<file path="config.mk">
export PLATFORM = sky130hd
export DESIGN_NAME = sample_avg
export DESIGN_NICKNAME = d
export VERILOG_FILES = /design/src/logic/avg_pkg.sv /design/src/logic/div_if.sv /design/src/logic/avg_accum.sv /design/src/logic/seq_divider.sv /design/src/logic/sample_avg.sv
export SDC_FILE = /design/constraint.sdc
export NUM_CORES = 1
export LEC_CHECK = 0
export ABC_AREA = 1
export BUFFER_PORTS_ARGS = -buffer_cell sky130_fd_sc_hd__buf_2
export CORE_MARGIN = 5
export CORE_UTILIZATION = 62
export DETAILED_ROUTE_END_ITERATION = 6
export GPL_TIMING_DRIVEN = 1
export PLACE_DENSITY = 0.8
export SLEW_MARGIN = 5
export SYNTH_ARGS = -nofsm -noshare
export SYNTH_HDL_FRONTEND = slang
export SYNTH_SLANG_ARGS = --single-unit
export TNS_END_PERCENT = 1
</file>
<file path="constraint.sdc">
create_clock -name clk -period 2.2 [get_ports clk]
set_input_delay 0.22 -clock clk [delete_from_list [all_inputs] [get_ports clk]]
set_output_delay 0.22 -clock clk [all_outputs]
set_load 0.05 [all_outputs]
</file>
<file path="src/logic/avg_pkg.sv">
package avg_pkg;

	// Width of one sample and of the reported average.
	localparam int SAMPLE_W = 8;

	// Samples past this count in one burst do not enter the sum.
	localparam int MAX_SAMPLES = 1000;

	// Wide enough to hold MAX_SAMPLES.
	localparam int CNT_W = 10;

	// Holds MAX_SAMPLES times the largest sample.
	localparam int SUM_W = 18;

	// Step counter of the divider, which counts up to SUM_W.
	localparam int STEP_W = $clog2(SUM_W + 1);

	typedef enum logic [1:0] {
		IDLE         = 2'd0,
		ACCUMULATING = 2'd1,
		DIVIDING     = 2'd2,
		AVG_OUT      = 2'd3
	} avg_state_t;

endpackage

</file>
<file path="src/logic/div_if.sv">
`timescale 1ns/100ps

// Link between the burst controller and the divider.
// Start is pulsed only while the divider is idle, and one done answers each start.
interface div_if;

	logic                       start;
	logic [avg_pkg::SUM_W-1:0]    dividend;
	logic [avg_pkg::CNT_W-1:0]    divisor;
	logic                       done;
	logic [avg_pkg::SAMPLE_W-1:0] quotient;

	modport ctrl (
		output start,
		output dividend,
		output divisor,
		input  done,
		input  quotient
	);

	modport div (
		input  start,
		input  dividend,
		input  divisor,
		output done,
		output quotient
	);

endinterface

</file>
<file path="src/logic/avg_accum.sv">
`timescale 1ns/100ps

module avg_accum (
	input  logic                         clk,
	input  logic                         rstn,
	input  logic [avg_pkg::SAMPLE_W-1:0] data_in,
	input  logic                         dvalid,
	output logic [avg_pkg::SAMPLE_W-1:0] avg_out,
	output logic                         avg_valid,
	div_if.ctrl                          div
);

	import avg_pkg::*;

	avg_state_t state;
	avg_state_t next_state;

	logic             sample_take;
	logic             burst_first;
	logic             burst_end;
	logic             cnt_full;
	logic [CNT_W-1:0] sample_cnt;
	logic [SUM_W-1:0] sum;

	// A sample is taken in every state except while the divider runs.
	assign sample_take = dvalid && (state != DIVIDING);

	// The first sample of a burst restarts the sum and the count.
	assign burst_first = sample_take && (state != ACCUMULATING);

	// The first cycle without dvalid closes the burst.
	assign burst_end = (state == ACCUMULATING) && !dvalid;

	assign cnt_full = (sample_cnt == CNT_W'(MAX_SAMPLES));

	always_comb begin
		next_state = state;
		case (state)
			IDLE: begin
				if (dvalid) begin
					next_state = ACCUMULATING;
				end
			end
			ACCUMULATING: begin
				if (!dvalid) begin
					next_state = DIVIDING;
				end
			end
			DIVIDING: begin
				if (div.done) begin
					next_state = AVG_OUT;
				end
			end
			AVG_OUT: begin
				if (dvalid) begin
					next_state = ACCUMULATING;
				end
			end
			default: begin
				next_state = IDLE;
			end
		endcase
	end

	always_ff @(posedge clk or negedge rstn) begin
		if (!rstn) begin
			state <= IDLE;
		end else begin
			state <= next_state;
		end
	end

	// The count saturates at MAX_SAMPLES, so it also freezes the sum.
	always_ff @(posedge clk or negedge rstn) begin
		if (!rstn) begin
			sample_cnt <= '0;
		end else if (burst_first) begin
			sample_cnt <= CNT_W'(1);
		end else if (sample_take && !cnt_full) begin
			sample_cnt <= sample_cnt + 1'b1;
		end
	end

	always_ff @(posedge clk) begin
		if (burst_first) begin
			sum <= SUM_W'(data_in);
		end else if (sample_take && !cnt_full) begin
			sum <= sum + SUM_W'(data_in);
		end
	end

	// Start is high in the first DIVIDING cycle only.
	always_ff @(posedge clk or negedge rstn) begin
		if (!rstn) begin
			div.start <= 1'b0;
		end else begin
			div.start <= burst_end;
		end
	end

	// The sum and count stay frozen for the whole division.
	assign div.dividend = sum;
	assign div.divisor  = sample_cnt;

	always_ff @(posedge clk or negedge rstn) begin
		if (!rstn) begin
			avg_out <= '0;
		end else if ((state == DIVIDING) && div.done) begin
			avg_out <= div.quotient;
		end
	end

	// Falls on the edge that takes the first sample of the next burst.
	assign avg_valid = (state == AVG_OUT);

endmodule

</file>
<file path="src/logic/seq_divider.sv">
`timescale 1ns/100ps

// Restoring divider with one quotient bit per cycle.
// The dividend shifts out at the top while quotient bits shift in at the bottom.
module seq_divider (
	input logic clk,
	input logic rstn,
	div_if.div  div
);

	import avg_pkg::*;

	logic              busy;
	logic              load;
	logic              last_step;
	logic [STEP_W-1:0] step;
	logic [SUM_W-1:0]  quo_sr;
	logic [CNT_W-1:0]  rem;
	logic [CNT_W:0]    rem_shift;
	logic [CNT_W:0]    rem_diff;
	logic              fits;
	logic [CNT_W-1:0]  rem_next;

	// A start that arrives while busy is not accepted.
	assign load = div.start && !busy;

	// The step that brings in the last dividend bit also raises done.
	assign last_step = (step == STEP_W'(SUM_W - 1));

	// Bring down the next dividend bit into the partial remainder.
	assign rem_shift = {rem, quo_sr[SUM_W-1]};
	assign rem_diff  = rem_shift - {1'b0, div.divisor};
	assign fits      = (rem_shift >= {1'b0, div.divisor});

	// The remainder is always below the divisor, so CNT_W bits hold it.
	always_comb begin
		if (fits) begin
			rem_next = rem_diff[CNT_W-1:0];
		end else begin
			rem_next = rem_shift[CNT_W-1:0];
		end
	end

	always_ff @(posedge clk or negedge rstn) begin
		if (!rstn) begin
			busy     <= 1'b0;
			step     <= '0;
			div.done <= 1'b0;
		end else begin
			div.done <= 1'b0;
			if (load) begin
				busy <= 1'b1;
				step <= '0;
			end else if (busy) begin
				if (last_step) begin
					busy     <= 1'b0;
					div.done <= 1'b1;
				end else begin
					step <= step + 1'b1;
				end
			end
		end
	end

	always_ff @(posedge clk) begin
		if (load) begin
			quo_sr <= div.dividend;
			rem    <= '0;
		end else if (busy) begin
			quo_sr <= {quo_sr[SUM_W-2:0], fits};
			rem    <= rem_next;
		end
	end

	// The mean never exceeds the largest sample, so the low bits carry it all.
	// The register holds still in the done cycle.
	assign div.quotient = quo_sr[SAMPLE_W-1:0];

endmodule

</file>
<file path="src/logic/sample_avg.sv">
`timescale 1ns/100ps

module sample_avg (
	input  logic                         clk,
	input  logic                         rstn,
	input  logic [avg_pkg::SAMPLE_W-1:0] data_in,
	input  logic                         dvalid,
	output logic [avg_pkg::SAMPLE_W-1:0] avg_out,
	output logic                         avg_valid
);

	// Carries the sum and the count to the divider and the quotient back.
	div_if div_bus ();

	avg_accum u_accum (
		.clk       (clk),
		.rstn      (rstn),
		.data_in   (data_in),
		.dvalid    (dvalid),
		.avg_out   (avg_out),
		.avg_valid (avg_valid),
		.div       (div_bus.ctrl)
	);

	seq_divider u_div (
		.clk  (clk),
		.rstn (rstn),
		.div  (div_bus.div)
	);

endmodule

</file>
### Word-level counts from Yosys, hierarchy flattened

Cells that the tools add are included.

| storage, ports and cells | value |
|---|---|
| bits in registers | 74 |
| input bits | 11 |
| logic and storage cells | 62 |

| cells by class | value |
|---|---|
| add/subtract/negate cells | 4 |
| order comparisons | 1 |
| equal/unequal tests | 11 |
| muxes and demuxes | 20 |
| reduce and logical (&&, ||, !) cells | 15 |

Operators by type and width:

| operator | number |
|---|---|
| 18-bit two-way mux | 2 |
| 10-bit two-way mux | 3 |
| 18-bit by 8-bit adder with 18-bit output | 1 |
| 8-bit two-way mux | 2 |
| 5-bit two-way mux | 3 |
| 11-bit by 10-bit greater-or-equal comparator with 1-bit output | 1 |
| 10-bit by 1-bit adder with 10-bit output, second input constant | 1 |
| 10-bit == test, second input constant | 1 |
| 10-bit subtractor | 1 |
| 2-bit by 1-bit != test with 1-bit output, second input constant | 4 |
| 1-bit logical AND | 6 |
| 1-bit two-way mux | 6 |
| 2-bit two-way mux | 3 |
| 2-bit one-hot mux with 3 select lines | 1 |
| 5-bit by 1-bit adder with 5-bit output, second input constant | 1 |
| 5-bit == test, second input constant | 1 |
| 2-bit == test, second input constant | 2 |
| 2-bit != test, second input constant | 2 |
| 2-bit nonzero test | 2 |
| 1-bit logical NOT | 3 |
| 3-bit AND reduction | 1 |
| 2-bit by 1-bit == test with 1-bit output, second input constant | 1 |
| 2-bit logical NOT | 1 |
| 2-bit AND reduction | 1 |
| 2-bit OR reduction | 1 |

### Logic depth before layout (Yosys ltp)

Gate-level depths: netlist of the first run.

| depth | value |
|---|---|
| word-level depth | 5 |
| gate-level depth with buffers | 13 |
| depth with buffers taken out | 13 |

### By module

From an unflattened synthesis of the first run, not the netlist that was laid out.

| unflattened totals | value |
|---|---|
| cell total of the unflattened synthesis | 625 |
| area, all modules | 4728.3 um2 |

Modules (own cells, without submodules):

| module | times used | cells each | area an instance (um2) | seq. area each (um2) |
|---|---|---|---|---|
| avg_accum | 1 | 311 | 2381.0 | 965.9 |
| seq_divider | 1 | 314 | 2347.3 | 915.9 |

### Least setup slack after synthesis of the first run

No wires, ideal clock.

| timing | value |
|---|---|
| kind | register -> register |
| start point | register u_accum.sum[0], in the netlist u_accum.div.dividend[0] |
| end point | register u_accum.sum[12], in the netlist u_accum.div.dividend[12] |
| setup time | 0.115 ns |
| arrival time | 1.648 ns |
| required time | 2.085 ns |
| path slack | 0.437 ns |
| cell stages (with the launch flop) | 14 |
| buffers on the path | 0 |
| cell sequence | edfxtp_1 -> ha_1 -> inv_1 -> fa_1 -> inv_1 -> nand3_1 -> nand2_1 -> nand2_1 -> nand2_1 -> inv_1 -> nor2_2 -> nand3_1 -> nand2_1 -> nor2_1 |

| on the way | value |
|---|---|
| cells in the longest elaborated chain, start to end | 1 |

Ends and longest elaborated chain:

| what | RTL line | RTL |
|---|---|---|
| start, declared | avg_accum.sv:23 | `logic [SUM_W-1:0] sum;` |
| start signal, assigned | avg_accum.sv:86 | `sum <= SUM_W'(data_in);` |
| start signal, assigned | avg_accum.sv:88 | `sum <= sum + SUM_W'(data_in);` |
| 18-bit by 8-bit adder with 18-bit output | avg_accum.sv:88 |  |

No other way between the ends.
A chain may end at the register's enable or synchronous reset.

### Worst setup path after layout of the first run

| timing | value |
|---|---|
| start point | register u_accum.sample_cnt[0], in the netlist u_accum.div.divisor[0] |
| end point | register u_div.rem[6] |

| on the way | value |
|---|---|
| cells in the longest elaborated chain, start to end | 2 |

Ends and longest elaborated chain:

| what | RTL line | RTL |
|---|---|---|
| start, declared | avg_accum.sv:22 | `logic [CNT_W-1:0] sample_cnt;` |
| start signal, assigned | avg_accum.sv:80 | `sample_cnt <= sample_cnt + 1'b1;` |
| 10-bit subtractor / 11-bit by 10-bit greater-or-equal comparator with 1-bit output (equally long branches) | seq_divider.sv:32, seq_divider.sv:33 |  |
| 10-bit two-way mux (*) | seq_divider.sv:37 | `if (fits) begin` |
| end signal, assigned | seq_divider.sv:71 | `rem <= rem_next;` |
| end, declared | seq_divider.sv:18 | `logic [CNT_W-1:0] rem;` |

Mark *: on every way between the ends. The rest lies on a longest branch, timed or not.

==> results.yml, run 1 <==
status:
  status: "complete, no violations"
pwr:
  power_density_nw_per_um2: 1530
  leakage_uw: 0.00240
  peakVddDrop_mv: 0.754
floorplan:
  num_io_pins: 20
  start_util: 0.628
  die_y_um: 95.0
  placementRows: 31
  die_x_um: 95.0
  dieArea_um2: 9030
  coreArea_um2: 7140
clocking:
  cts_tree: "yes"
  cts_buffers: 9
  cts_sinks: 74
  insertion_delay_ns: 0.36
  clkTransAtPathRegs_ns: 0.08
  cts-root-buf: "clkbuf_8"
  clock_path_buffers: 2
  htreeDepth: 3
synthesis:
  ys_top_cells_by_count: "nand2_1, inv_1, nand3_1"
  ys_seq_elements: 74
  synth.distinct_cells: 40
  ys.flop_type: "dfrtp_1"
  netlist_top_cells_area: "edfxtp_1, dfrtp_1, nand2_1"
  synth_top_area_share: 0.174
  avgSynthCellArea_um2: 7.65
  seq_area_frac_synth: 0.420
  synth_top_area_cell: "edfxtp_1"
  syn_area_um2: 4480
  syn_inst: 586
  async_reset_ff_frac: 0.378
  synth_edf_count: 26
  syn_nets: 625
  synth.most_common_cell: "nand2_1"
  synth.yosys.warnings: 0
sta:
  min_period_over_period: 0.910
  final.setup_skew_ns: 0.0111
  worst_slew_pin_slew_ns: 0.636
  finalCriticalPeriod_ns: 2.00
  finalMaxSlewViolations: 0
  setup_viol: 0
  finalHoldViolCount: 0
  slew_headroom: 0.576
  rsz0062_at_grt: "false"
  setup-tns-final_ns: 0
  max_freq_ghz: 0.499
  setup_ws_ns: 0.198
  hold_slack_ns: 0.0438
worst_setup_path:
  cp.arrival_ns: 2.30
  end_kind: "flop"
  critPathLaunchType: "flop"
  crit_type: "flop to flop"
  crit_fanout: 6
  required_ns: 2.49
grt:
  antenna_found_initial: 0
  gr-usage-all-layers: 0.239
  grt_max_degree: 29
  grt-ovfl-total: 0
  grt_pass1_wl_mm: 16.8
  grt_pass1_vias: 3703
min_path:
  worstHoldPathType: "input port to flop"
route:
  wirelength_mm: 9.79
  antenna_left: 0
  dr.pass1.iters: 6
  drt-initial-drc-count: 219
  dr_total_vias: 3831
  drc: 0
  wl_per_cell_um: 13.6
  vias_per_cell: 5.34
layout:
  num-fill-cells: 612
  diodes: 0
  area_growth_pct: 9.22
  finalNetCount: 653
  utilization: 0.686
  final_area_um2: 4890
  drive_above_1_share: 0.120
placed_design:
  dpl-instance-area_um2: 4680
  io_buffers: 19
  gp_congestion: 0.974
  place_hpwl_mm: 7.22
  place_ws_ns: 0.209
job:
  drv_cap: 0
## layout by cell type (no fill, tap or decap), types with 10 or more instances in the layout
| cell type | Yosys | routed |
|---|---|---|
| dfxtp_1 | 20 | 20 |
| nand3_1 | 49 | 49 |
| o21ai_0 | 36 | 36 |
| nand2_1 | 173 | 172 |
| dfrtp_1 | 28 | 28 |
| a21oi_1 | 20 | 20 |
| inv_1 | 80 | 80 |
| edfxtp_1 | 26 | 26 |
| o21ai_1 | 10 | 10 |
| nor2_1 | 44 | 43 |
| ha_1 | 26 | 25 |
| buf_2 | 1 | 19 |
## power breakdown
| part | switching, µW | internal [µW] | total [µW] |
|---|---|---|---|
| Combinational | 2570 | 1380 | 3960 |
| Sequential | 364 | 2130 | 2490 |
| Clock | 537 | 481 | 1020 |
## final cells by class
cell class / count / area [µm²] / area share
Sequential cell: 74 / 1880 / 0.385
Clock buffer: 11 / 153 / 0.0312
Inverter: 84 / 315 / 0.0644
Clock inverter: 5 / 36.3 / 0.00741
Multi-Input combinational cell: 418 / 2230 / 0.455
Tap cell: 99 / 124 / 0.0253
Timing Repair Buffer: 27 / 158 / 0.0322
## flip-flops by register name, summed over array words and instances, names as in the netlist
| signal | cells |
|---|---|
| u_div.step | 5 |
| u_accum.avg_out | 8 |
| u_accum.div.dividend | 18 |
| u_div.rem | 10 |
| u_div.quo_sr | 18 |
| u_accum.div.start | 1 |
| u_accum.state | 2 |
| u_div.div.done | 1 |
| u_accum.div.divisor | 10 |
| u_div.busy | 1 |
## per-layer routing
metal | vias up | wire, µm | global-route usage
met5 | - | 0 | 0
met4 | 0 | 225 | 0.0962
met3 | 21 | 531 | 0.0434
met2 | 109 | 4730 | 0.405
met1 | 1754 | 4310 | 0.301
li1 | 1947 | - | -
## metrics by stage
step	instances	power (µW)
4_1_cts	718	7450
3_5_place_dp	701	6390
6_report	718	7470
3_3_place_gp	701	6240
2_1_floorplan	586	5540
5_1_grt	718	8160
## path summary, 6_finish.rpt
kind	slack [ns]	endpoint	start	cells past startpoint
min in group asynchronous	0.43	u_accum.avg_out[6]	rstn	2
min	0.04	u_accum.div.start	dvalid	2
max	0.20	u_div.rem[6]	u_accum.div.divisor[0]	9
max in group asynchronous	1.35	u_accum.div.divisor[8]	rstn	2
min reg2reg	0.48	u_div.rem[8]	u_div.rem[8]	2
max reg2reg	0.20	u_div.rem[6]	u_accum.div.divisor[0]	9
## kinds of logic after synthesis
| kind of cell | synth area share |
|---|---|
| XOR/XNOR | 0.0137 |
| AND/OR/NAND/NOR | 0.312 |
| flip-flops | 0.420 |
| buffers and inverters | 0.0860 |
| AO/OA/AOI/OAI | 0.0868 |
| adder cells (fa/ha/maj) | 0.0815 |
## what timing repair did
action	4_1_cts	5_1_grt
hold buffers	1	0
hold endpoints to repair	28	0
endpoints found under the setup margin	0	2
gates resized for setup	0	4
setup buffers	0	0
## critical path, stage by stage, from the launching register on
cell	delay, ns
dfrtp_1	0.46
ha_1	0.26
fa_1	0.43
o21ai_1	0.31
nand2_1	0.12
nand2_1	0.09
nand2_1	0.05
nand3_1	0.07
nand3_1	0.08
nand2_1	0.07
No activity file was read; power rests on OpenSTA's default activity.
==> inputs of run 2 (changes only) <==
--- a/config.mk
+++ b/config.mk
@@ -8,10 +8,11 @@
 export ABC_AREA = 1
 export BUFFER_PORTS_ARGS = -buffer_cell sky130_fd_sc_hd__buf_2
 export CORE_MARGIN = 5
-export CORE_UTILIZATION = 62
+export CORE_UTILIZATION = 64
+export CTS_BUF_LIST = sky130_fd_sc_hd__clkbuf_4 sky130_fd_sc_hd__clkbuf_8
 export DETAILED_ROUTE_END_ITERATION = 6
 export GPL_TIMING_DRIVEN = 1
-export PLACE_DENSITY = 0.8
+export PLACE_DENSITY = 0.82
 export SLEW_MARGIN = 5
 export SYNTH_ARGS = -nofsm -noshare
 export SYNTH_HDL_FRONTEND = slang
==> run 2 against run 1 <==
Net effect: core utilization increased by 3.8 points; combinational power is 1% higher; routed wire length is 2.8% higher; hold slack better by 0.0071 ns; cell count shrank 0.14%; critical path depth is 1 lower; cell area up 0.49%; global-route usage is 1.2 points higher; first-iteration DRC count is 43% higher; sequential power about the same; die area fell by 2.8%; critical endpoint unchanged; largest cell class unchanged.
==> results.yml, run 2 (synthesis results as in run 1) <==
placed_design:
  gp_congestion: 0.953
  dpl-instance-area_um2: 4710
  place_hpwl_mm: 7.47
  io_buffers: 19
worst_setup_path:
  critPathLaunchType: "flop"
  worstReg2RegStart: "u_accum.div.divisor[0]"
  cp.arrival_ns: 2.29
  crit_buf_inv: 0
  cp_slowest_cell: "dfrtp_1"
  required_ns: 2.45
  r2r_cells: 8
  ff2ff_setup_slack_ns: 0.16
  cp_top_family: "adder cells"
  crit_fanout: 6
  end_kind: "flop"
  crit_top_cell: "nand3_1"
  crit_type: "flop to flop"
  rr_endpoint: "u_div.rem[6]"
  path_cells: "ha_1 > fa_1 > o21ai_1 > nand2_1 > nand3_1 > nand3_1 > nand3_1 > nand2_1"
  max_stage_delay_ns: 0.46
pwr:
  seq_power_share: 0.329
  netSwitchingFraction: 0.462
  peakVddDrop_mv: 0.810
  p_comb_frac: 0.529
  leakage_uw: 0.00243
  power.internal_uw: 4070
  p_sw_uw: 3500
  clock_power_share: 0.142
  power_density_nw_per_um2: 1540
route:
  dr_total_vias: 3912
  antenna_left: 0
  drc: 0
  vias_per_cell: 5.46
  drt-initial-drc-count: 314
  wl_per_cell_um: 14.0
  dr.pass1.iters: 5
  wirelength_mm: 10.1
floorplan:
  die_y_um: 93.7
  coreArea_um2: 6790
  placementRows: 30
  dieArea_um2: 8770
  start_util: 0.659
  die_x_um: 93.7
  num_io_pins: 20
clocking:
  htreeDepth: 3
  clkTransAtPathRegs_ns: 0.08
  post_cts_buffers: 0
  insertion_delay_ns: 0.36
  clock_path_buffers: 2
  cts_buffers: 9
  cts-root-buf: "clkbuf_8"
  cts_sinks: 74
  cts_tree: "yes"
status:
  status: "complete, no violations"
layout:
  finalNetCount: 655
  layout_commonest_cell: "nand2_1"
  final_area_um2: 4920
  diodes: 0
  drive_above_1_share: 0.121
  num-fill-cells: 534
  area_growth_pct: 9.75
  final_cell_mix: "nand2_1, inv_1, nand3_1"
sta:
  max_freq_ghz: 0.491
  rsz0062_at_grt: "false"
  setup_viol: 0
  finalCriticalPeriod_ns: 2.04
  worst_slew_pin_slew_ns: 0.656
  final.setup_skew_ns: 0.00752
  setup-tns-final_ns: 0
  min_period_over_period: 0.926
  slew_headroom: 0.562
  finalHoldViolCount: 0
  finalMaxSlewViolations: 0
grt:
  grt_pass1_wl_mm: 17.3
  grt_max_degree: 29
  grt_pass1_vias: 3699
  antenna_found_initial: 0
  grt-ovfl-total: 0
  gr-usage-all-layers: 0.251
job:
  drv_cap: 0
min_path:
  holdPathEnd: "u_accum.div.start"
  worstHoldPathType: "input port to flop"
  min_path_cells: 2
  min_from: "dvalid"
## run 2: layout make-up
type	instances	area [µm²]	area share
clock buffer	10	131	0.0267
timing repair buffer	29	185	0.0377
inverter	84	315	0.0641
tap	96	120	0.0244
clock inverter	6	65.1	0.0132
sequential	74	1880	0.383
multi-input combinational	418	2220	0.451
## run 2: worst max path at each step
stage | start | endpoint | cells past startpoint
floorplan | u_accum.div.dividend[0] | u_accum.div.dividend[12] | 13
global route | u_accum.div.dividend[0] | u_accum.div.dividend[14] | 13
finish | u_accum.div.divisor[0] | u_div.rem[6] | 8
detailed placement | u_accum.div.divisor[0] | u_div.rem[6] | 8
global placement | u_accum.div.dividend[0] | u_accum.div.dividend[14] | 13
CTS | u_accum.div.divisor[0] | u_div.rem[6] | 8
## run 2: repair_timing
action | CTS | global route
endpoints found under the setup margin | 0 | 1
hold buffers | 1 | 0
hold endpoints to repair | 28 | 0
gates resized for setup | 0 | 1
## run 2: power groups by stage
| stage | Clock [µW] | Combinational, µW | Sequential, µW |
|---|---|---|---|
| 6_report | 1080 | 4000 | 2490 |
| 5_1_grt | 1150 | 4530 | 2550 |
| 4_1_cts | 1090 | 3970 | 2490 |
| 3_5_place_dp | 0 | 3950 | 2510 |
| 3_3_place_gp | 0 | 3780 | 2480 |
| 2_1_floorplan | 0 | 2920 | 2620 |
## run 2: per-layer routing
metal	track usage	part of all wire	vias up
met5	0	0	-
met4	0.114	0.025	0
met3	0.0369	0.066	29
met2	0.406	0.47	156
met1	0.333	0.44	1767
li1	-	-	1960
## run 2: per-stage QoR
stage	worst slack [ns]	hold slack [ns]	instances	total power, µW	utilization
2_1_floorplan	0.437	-0.0756	586	5540	-
3_3_place_gp	0.278	0.286	700	6260	0.693
3_5_place_dp	0.226	0.294	700	6460	0.693
4_1_cts	0.212	0.0399	717	7540	0.723
5_1_grt	0.0130	0.0465	717	8240	0.724
6_report	0.163	0.0509	717	7580	0.724
==> inputs of run 3 (changes only) <==
--- a/config.mk
+++ b/config.mk
@@ -7,11 +7,13 @@
 export LEC_CHECK = 0
 export ABC_AREA = 1
 export BUFFER_PORTS_ARGS = -buffer_cell sky130_fd_sc_hd__buf_2
+export CORE_ASPECT_RATIO = 1.1
 export CORE_MARGIN = 5
 export CORE_UTILIZATION = 64
 export CTS_BUF_LIST = sky130_fd_sc_hd__clkbuf_4 sky130_fd_sc_hd__clkbuf_8
 export DETAILED_ROUTE_END_ITERATION = 6
 export GPL_TIMING_DRIVEN = 1
+export MAX_ROUTING_LAYER = met4
 export PLACE_DENSITY = 0.82
 export SLEW_MARGIN = 5
 export SYNTH_ARGS = -nofsm -noshare
==> run 3 against run 2 <==
Net effect: hold slack got worse by 0.012 ns; non-clock buffer count fell by 1; sequential share of layout area rose by 0.21 points; routed wire length fell by 1.4%; critical endpoint is now u_div.rem[4]; largest power group unchanged; highest routed layer unchanged.
==> results.yml, run 3 (synthesis results as in run 1) <==
placed_design:
  place_inst: 688
  io_buffers: 19
  gp_congestion: 0.995
  place_hpwl_mm: 7.17
worst_setup_path:
  cp.arrival_ns: 2.25
  crit_cells: 10
  cp_top_family: "simple AND/OR/NAND/NOR gates"
  crit_buf_inv: 1
  crit_top_cell: "nand2_1"
  end_kind: "flop"
  crit_fanout: 12
  cp_slowest_cell: "dfrtp_1"
  critPathLaunchType: "flop"
  required_ns: 2.44
  crit_type: "flop to flop"
  max_stage_delay_ns: 0.43
  path_cells: "inv_1 > ha_1 > nand2_1 > nor2_2 > nand3b_1 > and2_4 > nand2_4 > nand2_1 > nand3_1 > o21ai_1"
  r2r_cells: 10
pwr:
  peakVddDrop_mv: 0.946
  leakage_uw: 0.00242
  power_density_nw_per_um2: 1540
sta:
  min_period_over_period: 0.912
  setup_viol: 0
  final.setup_skew_ns: 0.00774
  worst_slew_pin_slew_ns: 0.650
  finalMaxSlewViolations: 0
  slew_headroom: 0.566
  finalCriticalPeriod_ns: 2.01
  max_freq_ghz: 0.498
  rsz0062_at_grt: "false"
  setup-tns-final_ns: 0
  finalHoldViolCount: 0
grt:
  grt_pass1_wl_mm: 17.4
  grt-ovfl-total: 0
  grt_pass1_vias: 3764
  antenna_found_initial: 0
  gr-usage-all-layers: 0.248
  grt_max_degree: 29
layout:
  num-fill-cells: 556
  area_growth_pct: 9.16
  layout_commonest_cell: "nand2_1"
  finalNetCount: 654
  diodes: 0
  seq_area_um2: 1880
  fin_cells: 705
  multi_input_area_um2: 2220
  drive_above_1_share: 0.121
  final_cell_mix: "nand2_1, inv_1, nand3_1"
clocking:
  cts_tree: "yes"
  cts-root-buf: "clkbuf_8"
  cts_sinks: 74
  clock_path_buffers: 2
  cts_buffers: 9
  post_cts_buffers: 0
  clkTransAtPathRegs_ns: 0.08
  htreeDepth: 3
  insertion_delay_ns: 0.35
floorplan:
  placementRows: 32
  dieArea_um2: 8780
  coreArea_um2: 6930
  die_x_um: 89.8
  start_util: 0.647
  num_io_pins: 20
  die_y_um: 97.8
status:
  status: "complete, no violations"
route:
  antenna_left: 0
  wl_per_cell_um: 14.1
  wirelength_mm: 9.92
  dr_total_vias: 3837
  drt-initial-drc-count: 281
  drc: 0
  vias_per_cell: 5.44
  dr.pass1.iters: 6
min_path:
  min_path_cells: 2
  worstHoldPathType: "input port to flop"
job:
  drv_cap: 0
run 3: layout make-up:
type                       count  share of cell area
clock buffer                   9              0.0253
tap                           85              0.0217
clock inverter                 7              0.0138
timing repair buffer          28              0.0363
sequential                    74               0.385
inverter                      84              0.0645
multi-input combinational    418               0.454
run 3: where the power goes:
group,switching (µW),internal (µW),total (µW)
clock network,543,523,1070
logic,2590,1420,4010
registers,345,2130,2470
run 3: timing repair:
item,in CTS,in global routing
gates resized for setup,0,2
endpoints found under the setup margin,0,1
hold buffers,1,0
hold endpoints to repair,28,0
run 3: through the flow:
step	utilization	setup slack, ns	cell area (µm²)	hold slack, ns	power, µW
floorplan	-	0.437	4480	-0.0756	5540
global placement	0.676	0.274	4680	0.268	6260
detailed placement	0.676	0.223	4680	0.279	6430
CTS	0.705	0.202	4890	0.0240	7530
global route	0.706	0.0224	4890	0.0275	8270
finish	0.706	0.193	4890	0.0389	7550
run 3: layer usage:
metal	share of wire	routed length [µm]	GRT usage
met5	0	0	-
met4	0.029	286	0.0919
met3	0.068	677	0.0578
met2	0.48	4770	0.405
met1	0.42	4180	0.300
run 3: path summary, 6_finish.rpt:
path / to / start / slack (ns)
min in group asynchronous: u_accum.avg_out[4] / rstn / 0.42
min: u_accum.div.start / dvalid / 0.04
max in group asynchronous: u_accum.div.divisor[5] / rstn / 1.35
max: u_div.rem[4] / u_accum.div.divisor[7] / 0.19
min reg2reg: u_div.rem[5] / u_div.rem[5] / 0.49
max reg2reg: u_div.rem[4] / u_accum.div.divisor[7] / 0.19
